==> src/include/dmem_consts.svh <==
// Bus, word and SRAM size constants shared by the memory RTL and its testbench
`ifndef DMEM_CONSTS_SVH
`define DMEM_CONSTS_SVH

// ***************************************************************************
// Data path
// ***************************************************************************

// One machine word, also the Wishbone data and address width
`define DMEM_XLEN 64

// Byte selects per word
`define DMEM_SEL_W 8

// Address bits that pick a byte inside a word
`define DMEM_OFF_W 3

// Instruction width returned by the fetch port
`define DMEM_ILEN 32

// ***************************************************************************
// SRAM size
// ***************************************************************************

// Word index bits, higher address bits wrap
`define DMEM_DEPTH_LOG2 10

`endif

==> src/design/dmem_pkg.sv <==
// Shared types for the memory subsystem: access widths, FSM states and Wishbone buses
`include "dmem_consts.svh"

package dmem_pkg;

  // Access width and signedness, same encoding as the core's MemOP field
  typedef enum logic [2:0] {
    MEM_B    = 3'b000,
    MEM_BU   = 3'b001,
    MEM_H    = 3'b010,
    MEM_HU   = 3'b011,
    MEM_W    = 3'b100,
    MEM_WU   = 3'b101,
    MEM_D    = 3'b110,
    MEM_NONE = 3'b111
  } mem_op_e;

  typedef enum logic [1:0] {
    LSU_IDLE,
    LSU_BUS,    // Wishbone cycle open
    LSU_FAULT   // No bus cycle, done on the next edge
  } lsu_state_e;

  typedef enum logic {
    FETCH_IDLE,
    FETCH_BUS
  } fetch_state_e;

  // Master to slave
  typedef struct packed {
    logic                   cyc;
    logic                   stb;
    logic                   we;
    logic [`DMEM_XLEN-1:0]  adr;  // Byte address
    logic [`DMEM_XLEN-1:0]  dat;
    logic [`DMEM_SEL_W-1:0] sel;
  } wb_req_t;

  // Slave to master
  typedef struct packed {
    logic                  ack;
    logic [`DMEM_XLEN-1:0] dat;
  } wb_rsp_t;

endpackage

==> src/design/load_store_unit.sv <==
// CPU data port: turns load/store requests into masked Wishbone cycles and shapes load data
`timescale 1ns/10ps
`include "dmem_consts.svh"

module load_store_unit (
  input  logic                  i_clk,
  input  logic                  i_rst,
  input  logic                  i_req,
  input  dmem_pkg::mem_op_e     i_op,
  input  logic                  i_we,
  input  logic [`DMEM_XLEN-1:0] i_addr,
  input  logic [`DMEM_XLEN-1:0] i_wdata,
  output logic                  o_busy,
  output logic                  o_done,
  output logic                  o_fault,
  output logic [`DMEM_XLEN-1:0] o_rdata,
  output dmem_pkg::wb_req_t     o_wb,
  input  dmem_pkg::wb_rsp_t     i_wb
);

  dmem_pkg::lsu_state_e   state;
  logic [`DMEM_OFF_W-1:0] off;
  logic [`DMEM_SEL_W-1:0] mask;
  logic [`DMEM_XLEN-1:0]  lane_wdata;
  logic                   accept;
  logic                   misaligned;

  dmem_pkg::mem_op_e      r_op;
  logic                   r_we;
  logic [`DMEM_XLEN-1:0]  r_adr;
  logic [`DMEM_XLEN-1:0]  r_dat;
  logic [`DMEM_SEL_W-1:0] r_sel;

  logic [`DMEM_XLEN-1:0]  shifted;
  logic [`DMEM_XLEN-1:0]  load_data;

  // ***************************************************************************
  // Request decode
  // ***************************************************************************

  assign off    = i_addr[`DMEM_OFF_W-1:0];
  assign o_busy = (state != dmem_pkg::LSU_IDLE);
  assign accept = i_req & ~o_busy;

  // Byte lanes by width, zero when the access crosses its natural boundary
  always_comb begin
    mask = '0;
    case (i_op)
      dmem_pkg::MEM_B, dmem_pkg::MEM_BU: mask = 8'b0000_0001 << off;
      dmem_pkg::MEM_H, dmem_pkg::MEM_HU: if (off[0] == 1'b0) mask = 8'b0000_0011 << off;
      dmem_pkg::MEM_W, dmem_pkg::MEM_WU: if (off[1:0] == 2'b00) mask = 8'b0000_1111 << off;
      dmem_pkg::MEM_D:                   if (off == '0) mask = 8'b1111_1111;
      default:                           mask = '0;
    endcase
  end

  assign misaligned = (i_op != dmem_pkg::MEM_NONE) && (mask == '0);
  assign lane_wdata = i_wdata << {off, 3'b000};  // Store data into its byte lane

  // ***************************************************************************
  // Control
  // ***************************************************************************

  always_ff @(posedge i_clk) begin
    if (i_rst) begin
      state   <= dmem_pkg::LSU_IDLE;
      o_done  <= 1'b0;
      o_fault <= 1'b0;
    end else begin
      o_done <= 1'b0;
      case (state)
        dmem_pkg::LSU_IDLE: begin
          if (accept) begin
            o_fault <= misaligned;
            if (misaligned || i_op == dmem_pkg::MEM_NONE)
              state <= dmem_pkg::LSU_FAULT;
            else
              state <= dmem_pkg::LSU_BUS;
          end
        end
        dmem_pkg::LSU_BUS: begin
          if (i_wb.ack) begin
            state  <= dmem_pkg::LSU_IDLE;  // Drops cyc/stb after ack
            o_done <= 1'b1;
          end
        end
        dmem_pkg::LSU_FAULT: begin
          state  <= dmem_pkg::LSU_IDLE;
          o_done <= 1'b1;
        end
        default: state <= dmem_pkg::LSU_IDLE;
      endcase
    end
  end

  // Held steady for the whole bus cycle
  always_ff @(posedge i_clk) begin
    if (accept) begin
      r_op  <= i_op;
      r_we  <= i_we;
      r_adr <= i_addr;
      r_dat <= lane_wdata;
      r_sel <= mask;
    end
  end

  always_comb begin
    o_wb.cyc = (state == dmem_pkg::LSU_BUS);
    o_wb.stb = (state == dmem_pkg::LSU_BUS);
    o_wb.we  = r_we;
    o_wb.adr = r_adr;
    o_wb.dat = r_dat;
    o_wb.sel = r_sel;
  end

  // ***************************************************************************
  // Load data
  // ***************************************************************************

  assign shifted = i_wb.dat >> {r_adr[`DMEM_OFF_W-1:0], 3'b000};

  always_comb begin
    case (r_op)
      dmem_pkg::MEM_B:  load_data = {{(`DMEM_XLEN-8){shifted[7]}}, shifted[7:0]};
      dmem_pkg::MEM_BU: load_data = {{(`DMEM_XLEN-8){1'b0}}, shifted[7:0]};
      dmem_pkg::MEM_H:  load_data = {{(`DMEM_XLEN-16){shifted[15]}}, shifted[15:0]};
      dmem_pkg::MEM_HU: load_data = {{(`DMEM_XLEN-16){1'b0}}, shifted[15:0]};
      dmem_pkg::MEM_W:  load_data = {{(`DMEM_XLEN-32){shifted[31]}}, shifted[31:0]};
      dmem_pkg::MEM_WU: load_data = {{(`DMEM_XLEN-32){1'b0}}, shifted[31:0]};
      default:          load_data = shifted;  // MEM_D
    endcase
  end

  always_ff @(posedge i_clk) begin
    if (state == dmem_pkg::LSU_BUS && i_wb.ack && !r_we)
      o_rdata <= load_data;
    else if (state == dmem_pkg::LSU_FAULT)
      o_rdata <= '0;
  end

  // Every bus cycle carries at least one byte lane
  a_sel_nonzero: assert property (@(posedge i_clk) disable iff (i_rst)
    o_wb.stb |-> (o_wb.sel != '0));

endmodule

==> config.mk <==
export PLATFORM = sky130hd
export DESIGN_NAME = load_store_unit
export DESIGN_NICKNAME = d
export VERILOG_FILES = /design/src/design/dmem_pkg.sv /design/src/design/load_store_unit.sv
export VERILOG_INCLUDE_DIRS = /design/src /design/src/include
export SDC_FILE = /design/constraint.sdc
export NUM_CORES = 1
export LEC_CHECK = 0
export ABC_CLOCK_PERIOD_IN_PS = 5900
export BUFFER_PORTS_ARGS = -buffer_cell sky130_fd_sc_hd__buf_2
export CORE_MARGIN = 1
export CORE_UTILIZATION = 36
export CTS_CLUSTER_DIAMETER = 40
export DETAILED_ROUTE_END_ITERATION = 10
export MAX_ROUTING_LAYER = met4
export PLACE_DENSITY = 0.71
export SETUP_SLACK_MARGIN = 0.5
export SLEW_MARGIN = 20
export SYNTH_ARGS = -nofsm -noshare
export SYNTH_HDL_FRONTEND = slang
export SYNTH_SLANG_ARGS = --single-unit
export TNS_END_PERCENT = 20
==> constraint.sdc <==
create_clock -name i_clk -period 5.9 [get_ports i_clk]
set_input_delay 1.18 -clock i_clk [delete_from_list [all_inputs] [get_ports i_clk]]
set_output_delay 1.18 -clock i_clk [all_outputs]
set_load 0.05 [all_outputs]
== Yosys cells after proc, flatten, opt, wreduce, memory -nomap -nowiden ==
Index checks and enable logic that the tools add are counted.
Operators by class
  equal/unequal tests: 17
  shift operators: 5
  muxes and demuxes: 13
  bitwise operators: 2
  reductions and logical operators: 18
Operators by type and width (count)
  $pmux 64 s6: 1
  $mux 64: 2
  $shl 64x6->64: 1
  $shr 64x6->64: 1
  $pmux 8 s4: 1
  $mux 8: 3
  $eq 3x3->1 const B: 6
  $eq 3x2->1 const B: 4
  $logic_not 3->1: 3
  $logic_not 8->1: 1
  $shl 1x3->8 const A: 1
  $shl 2x3->8 const A: 1
  $shl 4x3->8 const A: 1
  $eq 3x1->1 const B: 2
  $mux 2: 3
  $reduce_or 2->1: 3
  $logic_not 2->1: 2
  $pmux 2 s2: 1
  $reduce_and 2->1: 2
  $reduce_bool 2->1: 2
  $logic_and 1x1->1: 3
  $ne 3x3->1 const B: 1
  $eq 2x1->1 const B: 1
  $eq 2x2->1 const B: 1
  8 further kinds: 8
Word-level totals
  bits in registers: 208
  output and inout bits: 206
  logic and storage cells: 64

== Depth between registers and ports, before layout ==
Gate-level depths: netlist (run 1).
  depth in word-level cells: 9
  depth in mapped cells: 10
  depth with buffers taken out: 7

== Worst setup path before layout (run 1) ==
Ideal clock, no wire load.
  path kind: input to register
  from: input i_req
  to: register r_adr[0] (enable)
  library setup time: 0.493 ns
  arrival time: 3.998 ns
  path slack: 1.409 ns
  cell stages on the path: 2
  buffers on the path: 0
  cell sequence: nand2_1 > inv_1
On the way
  longest elaborated chain between the ends: 1
RTL lines
  start: declaration: line load_store_unit.sv:8  | input logic i_req,
  $and 1x1->1: line load_store_unit.sv:43  | assign accept = i_req & ~o_busy;
  named net accept: line load_store_unit.sv:25  | logic accept;
  end signal: assignment: line load_store_unit.sv:101  | r_adr <= i_addr;
  end: declaration: line load_store_unit.sv:30  | logic [`DMEM_XLEN-1:0] r_adr;
The timed path passes the listed nets, and every way through them passes these cells.
A chain may end at the register's enable or synchronous reset.

== Worst setup path in the final report (run 1) ==
  from: register r_adr[0]
  to: register o_rdata[37], data pin
On the way
  longest elaborated chain between the ends: 3
RTL lines
  $shr 64x6->64: line load_store_unit.sv:120  | assign shifted = i_wb.dat >> {r_adr[`DMEM_OFF_W-1:0], 3'b000};
  $pmux 64 s6: line load_store_unit.sv:123  | case (r_op)
  $mux 64: line load_store_unit.sv:135  | if (state == dmem_pkg::LSU_BUS && i_wb.ack && !r_we)
  end signal: assignment: line load_store_unit.sv:136  | o_rdata <= load_data;
  end: declaration: line load_store_unit.sv:16  | output logic [`DMEM_XLEN-1:0] o_rdata,
No other way between the ends.

==> flow_summary.ini, run 1 <==
[finish]
utilization = 0.4844
final-instance-count-excl-fill = 1719
areaGrowthSynthToFinish_pct = 31.83
num-nets-final = 1513
final_cell_area_sq_um = 14400
drive_gt1_frac = 0.4378

[sta]
finalMaxSlewViolations = 0
hold_violations = 0
setup-violations-final = 0
worst_slack_ns = 2.392
fmax_ghz = 0.2851
holdWs_ns = 0.4987
worst_pin_slew_ns = 0.9799
period_minus_slack_ns = 3.508
finClkSkew_ns = 0.02409
fin_crit_sh = 0.5945
setup_tns_ns = 0
slew_headroom = 0.3467
rsz0062_at_grt = no

[synthesis]
yosysMostFrequentCell = edfxtp_1
synth_seq_cells = 208
synth_top_area_share = 0.5610
synth_top_area_cell = edfxtp_1
synth.avg_cell_area_sq_um = 11.89
yosys_warnings = 0
netlist_top_cells_count = edfxtp_1 (204), nand2_1 (114), nor2_1 (85)
yosysSeqAreaShare = 0.5684
syn_nets = 1131
synth.area.top_cells = edfxtp_1 (56%), mux2i_1 (7.5%), mux2_2 (5.3%)
netlist_instances = 918
synth_edf_count = 204
netlist_area_sq_um = 10920
ys.flop_type = edfxtp_1
async_flop_share = 0
yosysUniqueCellTypes = 50

[worst_setup_path]
start_kind = flop
cp_max_fo = 80
crit_type = flop to flop
arrival_ns = 3.73
reg2regPathDepth = 7
required_ns = 6.12
cp-end-kind = flop

[floorplan]
initial_core_util = 0.3674
rows = 63
io_pins = 406
core_area_sq_um = 29720
die_area_sq_um = 31030
die-height_um = 176.2
die_x_um = 176.2

[drt]
wl_per_cell_um = 20.33
via_per_inst = 5.259
wl_um = 34950
dr.pass1.iters = 5
postRouteAntennaNets = 0
dr.first_iter.drc_count = 764
drcViolationCount = 0
vias = 9041

[power]
worst_ir_drop_vdd_mv = 0.2701
power_density_nw_per_um2 = 358.0
leakagePower_nw = 5.888
p_total_mw = 5.153

[clock_tree]
clk_pin_slew_worst_paths_ns = 0.05
clkSinkCount = 208
cts_tree = yes
numCtsBuffers = 36
htree_levels = 2
clk_latency_ns = 0.51
cts_root_buf = clkbuf_16
clock_path_buffers = 3
holdBufCountCts = 0
post_cts_buffers = 0
ctsResizeCount = 0

[outcome]
run_status = finished, final reports clean

[min_path]
hp-class = flop to flop
whs_path_depth = 2

[placement]
place_ws_ns = 1.888
placedCellCount = 1651
gp_congestion = 0.8529
place_area_sq_um = 13190
port_buffers = 405
post-dp-hpwl_um = 25540

[grt]
grt_max_degree = 98
antenna_found_initial = 2
grt-ovfl-total = 0
grt_usage = 0.2237
grt_pass1_vias = 8904
grt_pass1_wl_um = 51070

[run]
cap_violations = 0
-- worst max-delay path, stage by stage (launching register included) --
cell      delay [ns]
edfxtp_1        0.37
buf_4           0.73
mux4_1          0.41
mux2i_1         0.31
o32a_2          0.43
nor2b_4         0.65
buf_16          0.24
a21oi_2         0.07
-- worst paths after layout --
kind,slack [ns],startpoint,endpoint
hold / removal,0.50,state[0]$_SDFFE_PP0P_,state[0]$_SDFFE_PP0P_
hold reg to reg,0.50,state[0]$_SDFFE_PP0P_,state[0]$_SDFFE_PP0P_
setup reg to reg,2.39,r_adr[0]$_DFFE_PP_,o_rdata[37]$_SDFFCE_PN0P_
setup / recovery,2.39,r_adr[0]$_DFFE_PP_,o_rdata[37]$_SDFFCE_PN0P_
-- state kept, by name (all words and copies together) (netlist names) --
name,cells
o_done,1
o_fault,1
o_rdata,64
r_adr,64
r_dat,64
r_op,3
r_sel,8
r_we,1
state,2
-- cell type report --
| class | count | area, sq um |
|---|---|---|
| inverters | 17 | 68.82 |
| clock buffers | 36 | 900.9 |
| fillers | 2738 | 15320 |
| clock inverters | 29 | 270.3 |
| diodes | 2 | 5.005 |
| flip-flops and latches | 208 | 6206 |
| repair buffers | 416 | 2130 |
| well taps | 390 | 488.0 |
| multi-input cells | 621 | 4327 |
-- cell families (layout without fill, tap and decap cells) --
family                     Yosys count  after routing  share of synthesized area
AOI/OAI and AO/OA                  182            182                     0.1039
adders and majority gates           13             13                    0.01490
buffers and inverters               89            498                    0.03632
DFF                                208            208                     0.5684
muxes                              150            150                     0.1632
other                                0              2                          0
and+or+nand+nor                    276            276                     0.1133
-- layout by cell type (no fill, tap or decap), types with 8 or more instances in the layout --
cell type,netlist,final
nand3_1,13,13
mux4_2,16,16
a21oi_2,30,30
o31ai_1,8,8
and2_1,11,11
o21ai_0,35,35
a21oi_1,72,72
buf_4,2,10
nor2_1,85,85
mux2_2,51,51
inv_6,0,10
nand2b_1,20,19
nor2b_1,12,11
clkbuf_16,0,36
mux2i_1,82,82
nand2_1,114,114
buf_2,14,405
inv_1,16,15
o22ai_1,15,15
edfxtp_1,204,204
ha_1,13,13
o211ai_1,8,8
-- power breakdown --
group	total [mW]	switching [mW]	internal [mW]
clock network	1.99	0.794	1.20
registers	1.88	0.0582	1.82
logic	1.28	0.962	0.320
-- metal layers --
metal,global-route usage,share of wire
met1,0.2686,0.39
met4,0.07645,0.029
met5,-,0
met3,0.05276,0.088
met2,0.3676,0.50
No activity file was read; power rests on OpenSTA's default activity.
==> run 2: changes to the inputs <==
- ABC_AREA: not set -> 1
- ABC_CLOCK_PERIOD_IN_PS: 5900 -> 3100
- PLACE_DENSITY: 0.71 -> 0.74
- clock period: 5.9 -> 3.1 ns (I/O delays scaled with it)
==> flow_summary.ini, run 2 <==
[min_path]
whs_path_depth = 1
hp-class = input pin to flop
hold_start = i_addr[24]
whs_endpoint = r_adr[24]$_DFFE_PP_

[worst_setup_path]
reg2regPathDepth = 10
start_kind = flop
reg2reg_slack_ns = 0.76
cp_max_fo = 49
r2r_end = o_rdata[49]$_SDFFCE_PN0P_
r2r-start = r_adr[0]$_DFFE_PP_
arrival_ns = 2.58
crit_type = flop to flop
cp-end-kind = flop
required_ns = 3.34

[synthesis]
netlist_instances = 1210
synth_top_area_share = 0.5593
synth_top_area_cell = edfxtp_1
ys.flop_type = edfxtp_1
synth.avg_cell_area_sq_um = 9.052
synth_edf_count = 204
syn_nets = 1423
yosysUniqueCellTypes = 39
yosys_warnings = 0
async_flop_share = 0
synth.area.top_cells = edfxtp_1 (56%), nand2_1 (12%), nor2_1 (5.4%)
netlist_area_sq_um = 10950
synth_seq_cells = 208
netlist_top_cells_count = nand2_1 (338), edfxtp_1 (204), nor2_1 (157)
yosysSeqAreaShare = 0.5666
yosysMostFrequentCell = nand2_1

[clock_tree]
numCtsBuffers = 35
htree_levels = 2
clock_path_buffers = 3
clkSinkCount = 208
holdBufCountCts = 0
clk_pin_slew_worst_paths_ns = 0.06
clk_latency_ns = 0.51
cts_root_buf = clkbuf_16
cts_tree = yes

[finish]
final_common_cell = buf_2
drive_gt1_frac = 0.3194
final_cell_mix = buf_2 (405), nand2_1 (337), edfxtp_1 (204), nor2_1 (157), nand3_1 (100)
top_regs = o_rdata (64), r_adr (64), r_dat (64)
n_fill_cell = 2818
num-nets-final = 1808
areaGrowthSynthToFinish_pct = 33.23
utilization = 0.4898

[drt]
dr.pass1.iters = 5
drcViolationCount = 0
postRouteAntennaNets = 0
wl_um = 37710
vias = 10420
via_per_inst = 5.171
dr.first_iter.drc_count = 931
wl_per_cell_um = 18.71

[sta]
setup-violations-final = 0
finClkSkew_ns = 0.01780
slew_headroom = 0.5743
rsz0062_at_grt = no
period_minus_slack_ns = 2.338
worst_pin_slew_ns = 0.6385
finalMaxSlewViolations = 0
fin_crit_sh = 0.7541
fmax_ghz = 0.4278
hold_violations = 0

[grt]
use_met3 = 0.05685
met1_usage = 0.2673
grt_pass1_wl_um = 55420
antenna_found_initial = 3
busiest_layer = met2
grt_usage = 0.2402
grt-ovfl-total = 0
met2_usage = 0.4139
grt_max_degree = 86
grt_pass1_vias = 10080

[floorplan]
initial_core_util = 0.3676
rows = 63
die_x_um = 176.4
die_area_sq_um = 31130
io_pins = 406
core_area_sq_um = 29800
die-height_um = 176.4

[outcome]
run_status = finished, final reports clean

[placement]
post-dp-hpwl_um = 27740
gp_congestion = 0.9562
port_buffers = 405

[power]
worst_ir_drop_vdd_mv = 0.5039
p_total_mw = 10.07
leakagePower_nw = 6.720
power_density_nw_per_um2 = 690.3

[run]
cap_violations = 0
-- run 2: changes by cell type after synthesis, moves of 23 or more --
cell,before,now
a21oi_1,72,49
a21oi_2,30,0
inv_1,16,57
mux2_2,51,0
mux2i_1,82,35
nand2_1,114,338
nand3_1,13,100
nor2_1,85,157
o21ai_0,35,89
-- run 2: critical path, cell delays in order, from the launching register on --
cell and delay [ns]:
edfxtp_1 0.50, buf_4 0.21, buf_12 0.18, nand2_1 0.08, nand3_1 0.08, nand3_1 0.13
nand2_2 0.12, nand2_8 0.12, nand3_4 0.34, nor2_1 0.25, nor2_1 0.05
-- run 2: how the worst max path moves through the flow --
stage / start / endpoint / slack, ns / depth (start not counted)
floorplan: i_req / r_adr[0]$_DFFE_PP_ / -0.04 / 2
global placement: i_addr[0] / state[0]$_SDFFE_PP0P_ / 0.81 / 14
detailed placement: r_adr[0]$_DFFE_PP_ / o_rdata[42]$_SDFFCE_PN0P_ / 0.71 / 9
CTS: r_adr[0]$_DFFE_PP_ / o_rdata[49]$_SDFFCE_PN0P_ / 0.69 / 9
global route: r_adr[0]$_DFFE_PP_ / o_rdata[63]$_SDFFCE_PN0P_ / 0.62 / 10
finish: r_adr[0]$_DFFE_PP_ / o_rdata[49]$_SDFFCE_PN0P_ / 0.76 / 10
-- run 2: what timing repair did --
item                       CTS  global route
buffers inserted             0             4
setup endpoints to repair    0            25
gates resized for setup      0             0
-- run 2: kinds of logic (layout without fill, tap and decap cells) --
family	after synthesis	after routing	share of synthesized area
muxes	35	35	0.03199
buffers and inverters	145	557	0.05997
and+or+nand+nor	633	633	0.2388
DFF	208	208	0.5666
adders and majority gates	13	13	0.01485
other	0	3	0
AOI/OAI and AO/OA	176	176	0.08785
-- run 2: per-layer routing --
| layer | share of wire | wire (um) |
|---|---|---|
| met1 | 0.37 | 13800 |
| met2 | 0.50 | 19000 |
| met3 | 0.091 | 3413 |
| met4 | 0.040 | 1494 |
| met5 | 0 | 0 |
-- run 2: stage by stage --
stage / std cells / cell area (sq um) / hold WS [ns] / setup WS, ns / setup TNS [ns]
6_report: 2015 / 14590 / 0.2780 / 0.7622 / 0
3_3_place_gp: 1944 / 13300 / 0.4748 / 0.8097 / 0
5_1_grt: 2015 / 14590 / 0.2533 / 0.6209 / 0
4_1_cts: 2008 / 14560 / 0.2584 / 0.6854 / 0
2_1_floorplan: 1210 / 10980 / 0.4545 / -0.03722 / -5.211
3_5_place_dp: 1944 / 13300 / 0.4778 / 0.7082 / 0
-- run 2: power breakdown --
group          leakage (nW)  internal [mW]  switching, mW  total [mW]
clock                 0.604           2.70           1.47        4.18
sequential             2.01           3.43         0.0900        3.52
combinational          4.11          0.550           1.83        2.38
-- run 2: cell type report --
class	count	area, sq um	share of cell area
clock inverters	27	370.4	0.02538
repair buffers	431	2285	0.1566
multi-input cells	857	4114	0.2819
inverters	62	239.0	0.01638
clock buffers	37	883.3	0.06053
flip-flops and latches	208	6206	0.4253
well taps	390	488.0	0.03344
diodes	3	7.507	0.0005144
==> run 3: changes to the inputs <==
- ABC_CLOCK_PERIOD_IN_PS: 3100 -> 2040
- clock period: 3.1 -> 2.04 ns (I/O delays scaled with it)
==> flow_summary.ini, run 3 (synthesis gave the netlist of run 2 again) <==
[worst_setup_path]
start_kind = flop
arrival_ns = 2.17
cp-end-kind = flop
crit_type = flop to flop
required_ns = 2.28
cp_max_fo = 19

[sta]
setup-violations-final = 0
slew_headroom = 0.6571
fin_crit_sh = 0.9493
finClkSkew_ns = 0.02284
hold_violations = 0
setup_tns_ns = 0
finalMaxSlewViolations = 0
worst_pin_slew_ns = 0.5124
fmax_ghz = 0.5164
period_minus_slack_ns = 1.937
rsz0062_at_grt = yes
worst_slack_ns = 0.1033

[placement]
port_buffers = 405
gp_congestion = 0.9376
post-dp-hpwl_um = 28800
placedCellCount = 1994
place_ws_ns = 0.04172

[floorplan]
initial_core_util = 0.3676
rows = 63
io_pins = 406
core_area_sq_um = 29800
die_x_um = 176.4
die_area_sq_um = 31130
die-height_um = 176.4

[drt]
dr.pass1.iters = 6
wl_per_cell_um = 18.92
wl_um = 39370
highest_layer = met4
dr.first_iter.drc_count = 745
drcViolationCount = 0
vias = 10760
met3_length_um = 3425
met2_wirelength_um = 19980
wl_met1_um = 14660
via_per_inst = 5.172
postRouteAntennaNets = 0

[power]
worst_ir_drop_vdd_mv = 0.7554
leakagePower_nw = 7.183
power_density_nw_per_um2 = 991.5
p_total_mw = 15.43

[grt]
grt_usage = 0.2468
antenna_found_initial = 2
grt-ovfl-total = 0
grt_max_degree = 64
grt_pass1_wl_um = 56650
grt_pass1_vias = 10320

[finish]
drive_gt1_frac = 0.3732
final_common_cell = buf_2
final-instance-count-excl-fill = 2081
num-nets-final = 1876
n_antenna_cell = 0
utilization = 0.5222
final_cell_mix = buf_2 (400), nand2_1 (321), edfxtp_1 (204), nor2_1 (150), nand3_1 (97)
top_regs = o_rdata (64), r_adr (64), r_dat (64)
areaGrowthSynthToFinish_pct = 42.06

[clock_tree]
holdBufCountCts = 0
clk_latency_ns = 0.51
cts_root_buf = clkbuf_16
cts_tree = yes
clock_path_buffers = 3
htree_levels = 2
numCtsBuffers = 37
clkSinkCount = 208
clk_pin_slew_worst_paths_ns = 0.05

[run]
cap_violations = 0

[outcome]
run_status = finished, final reports clean

[min_path]
hp-class = input pin to flop
## run 3: cell count changes in the layout (fill, tap and decap cells not counted), moves of 12 or more
cell | before | now
nand2_2 | 5 | 20
o21ai_1 | 3 | 17
buf_4 | 21 | 63
nand2_1 | 337 | 321
o21ai_0 | 89 | 68
buf_12 | 5 | 17
## run 3: path summary, 6_finish.rpt
| check | start | end | slack (ns) | cells past startpoint |
|---|---|---|---|---|
| worst max-delay path | r_adr[0]$_DFFE_PP_ | o_rdata[53]$_SDFFCE_PN0P_ | 0.10 | 11 |
| worst min-delay path | i_we | r_we$_DFFE_PP_ | 0.07 | 1 |
| worst max register to register | r_adr[0]$_DFFE_PP_ | o_rdata[53]$_SDFFCE_PN0P_ | 0.10 | 11 |
| worst min register to register | o_fault$_SDFFE_PP0P_ | o_fault$_SDFFE_PP0P_ | 0.47 | 2 |
## run 3: where the power goes
| part | switching (mW) | internal, mW |
|---|---|---|
| clock | 2.24 | 3.77 |
| combinational | 2.92 | 1.15 |
| sequential | 0.138 | 5.21 |
| total | 5.30 | 10.1 |
## run 3: through the flow
step | instance area (sq um) | hold slack (ns)
floorplan | 10980 | 0.4536
global placement | 13820 | 0.4737
detailed placement | 13820 | 0.4692
CTS | 15370 | 0.05438
global route | 15560 | 0.05221
finish | 15560 | 0.07476
## run 3: layout make-up
class	count	area, sq um
Fill cell	2810	14240
Sequential cell	208	6208
Multi-Input combinational cell	857	4279
Timing Repair Buffer	496	3110
Clock buffer	38	929.6
Tap cell	390	488.0
Clock inverter	29	281.5
Inverter	62	251.5
Timing Repair inverter	1	11.26
## run 3: timing repair
item | CTS | global route
pin swaps | 8 | 7
setup endpoints to repair | 260 | 339
setup buffers | 11 | 2
gates cloned | 4 | 3
resized for setup | 61 | 36
## run 3: critical path, stage by stage, from the launching register on
cell and delay, ns:
edfxtp_1 0.44, buf_6 0.17, buf_6 0.13, nand2_2 0.05, o21ai_2 0.05, o21ai_1 0.12
nand2_1 0.12, nand3_4 0.13, nand3_4 0.11, buf_12 0.17, nor2_2 0.10, nor2_1 0.06
## run 3: layer usage
| layer | GRT usage | vias up |
|---|---|---|
| met5 | - | - |
| met4 | 0.09375 | 0 |
| met3 | 0.04974 | 96 |
| met2 | 0.4262 | 614 |
| met1 | 0.2811 | 5017 |
| li1 | - | 5035 |
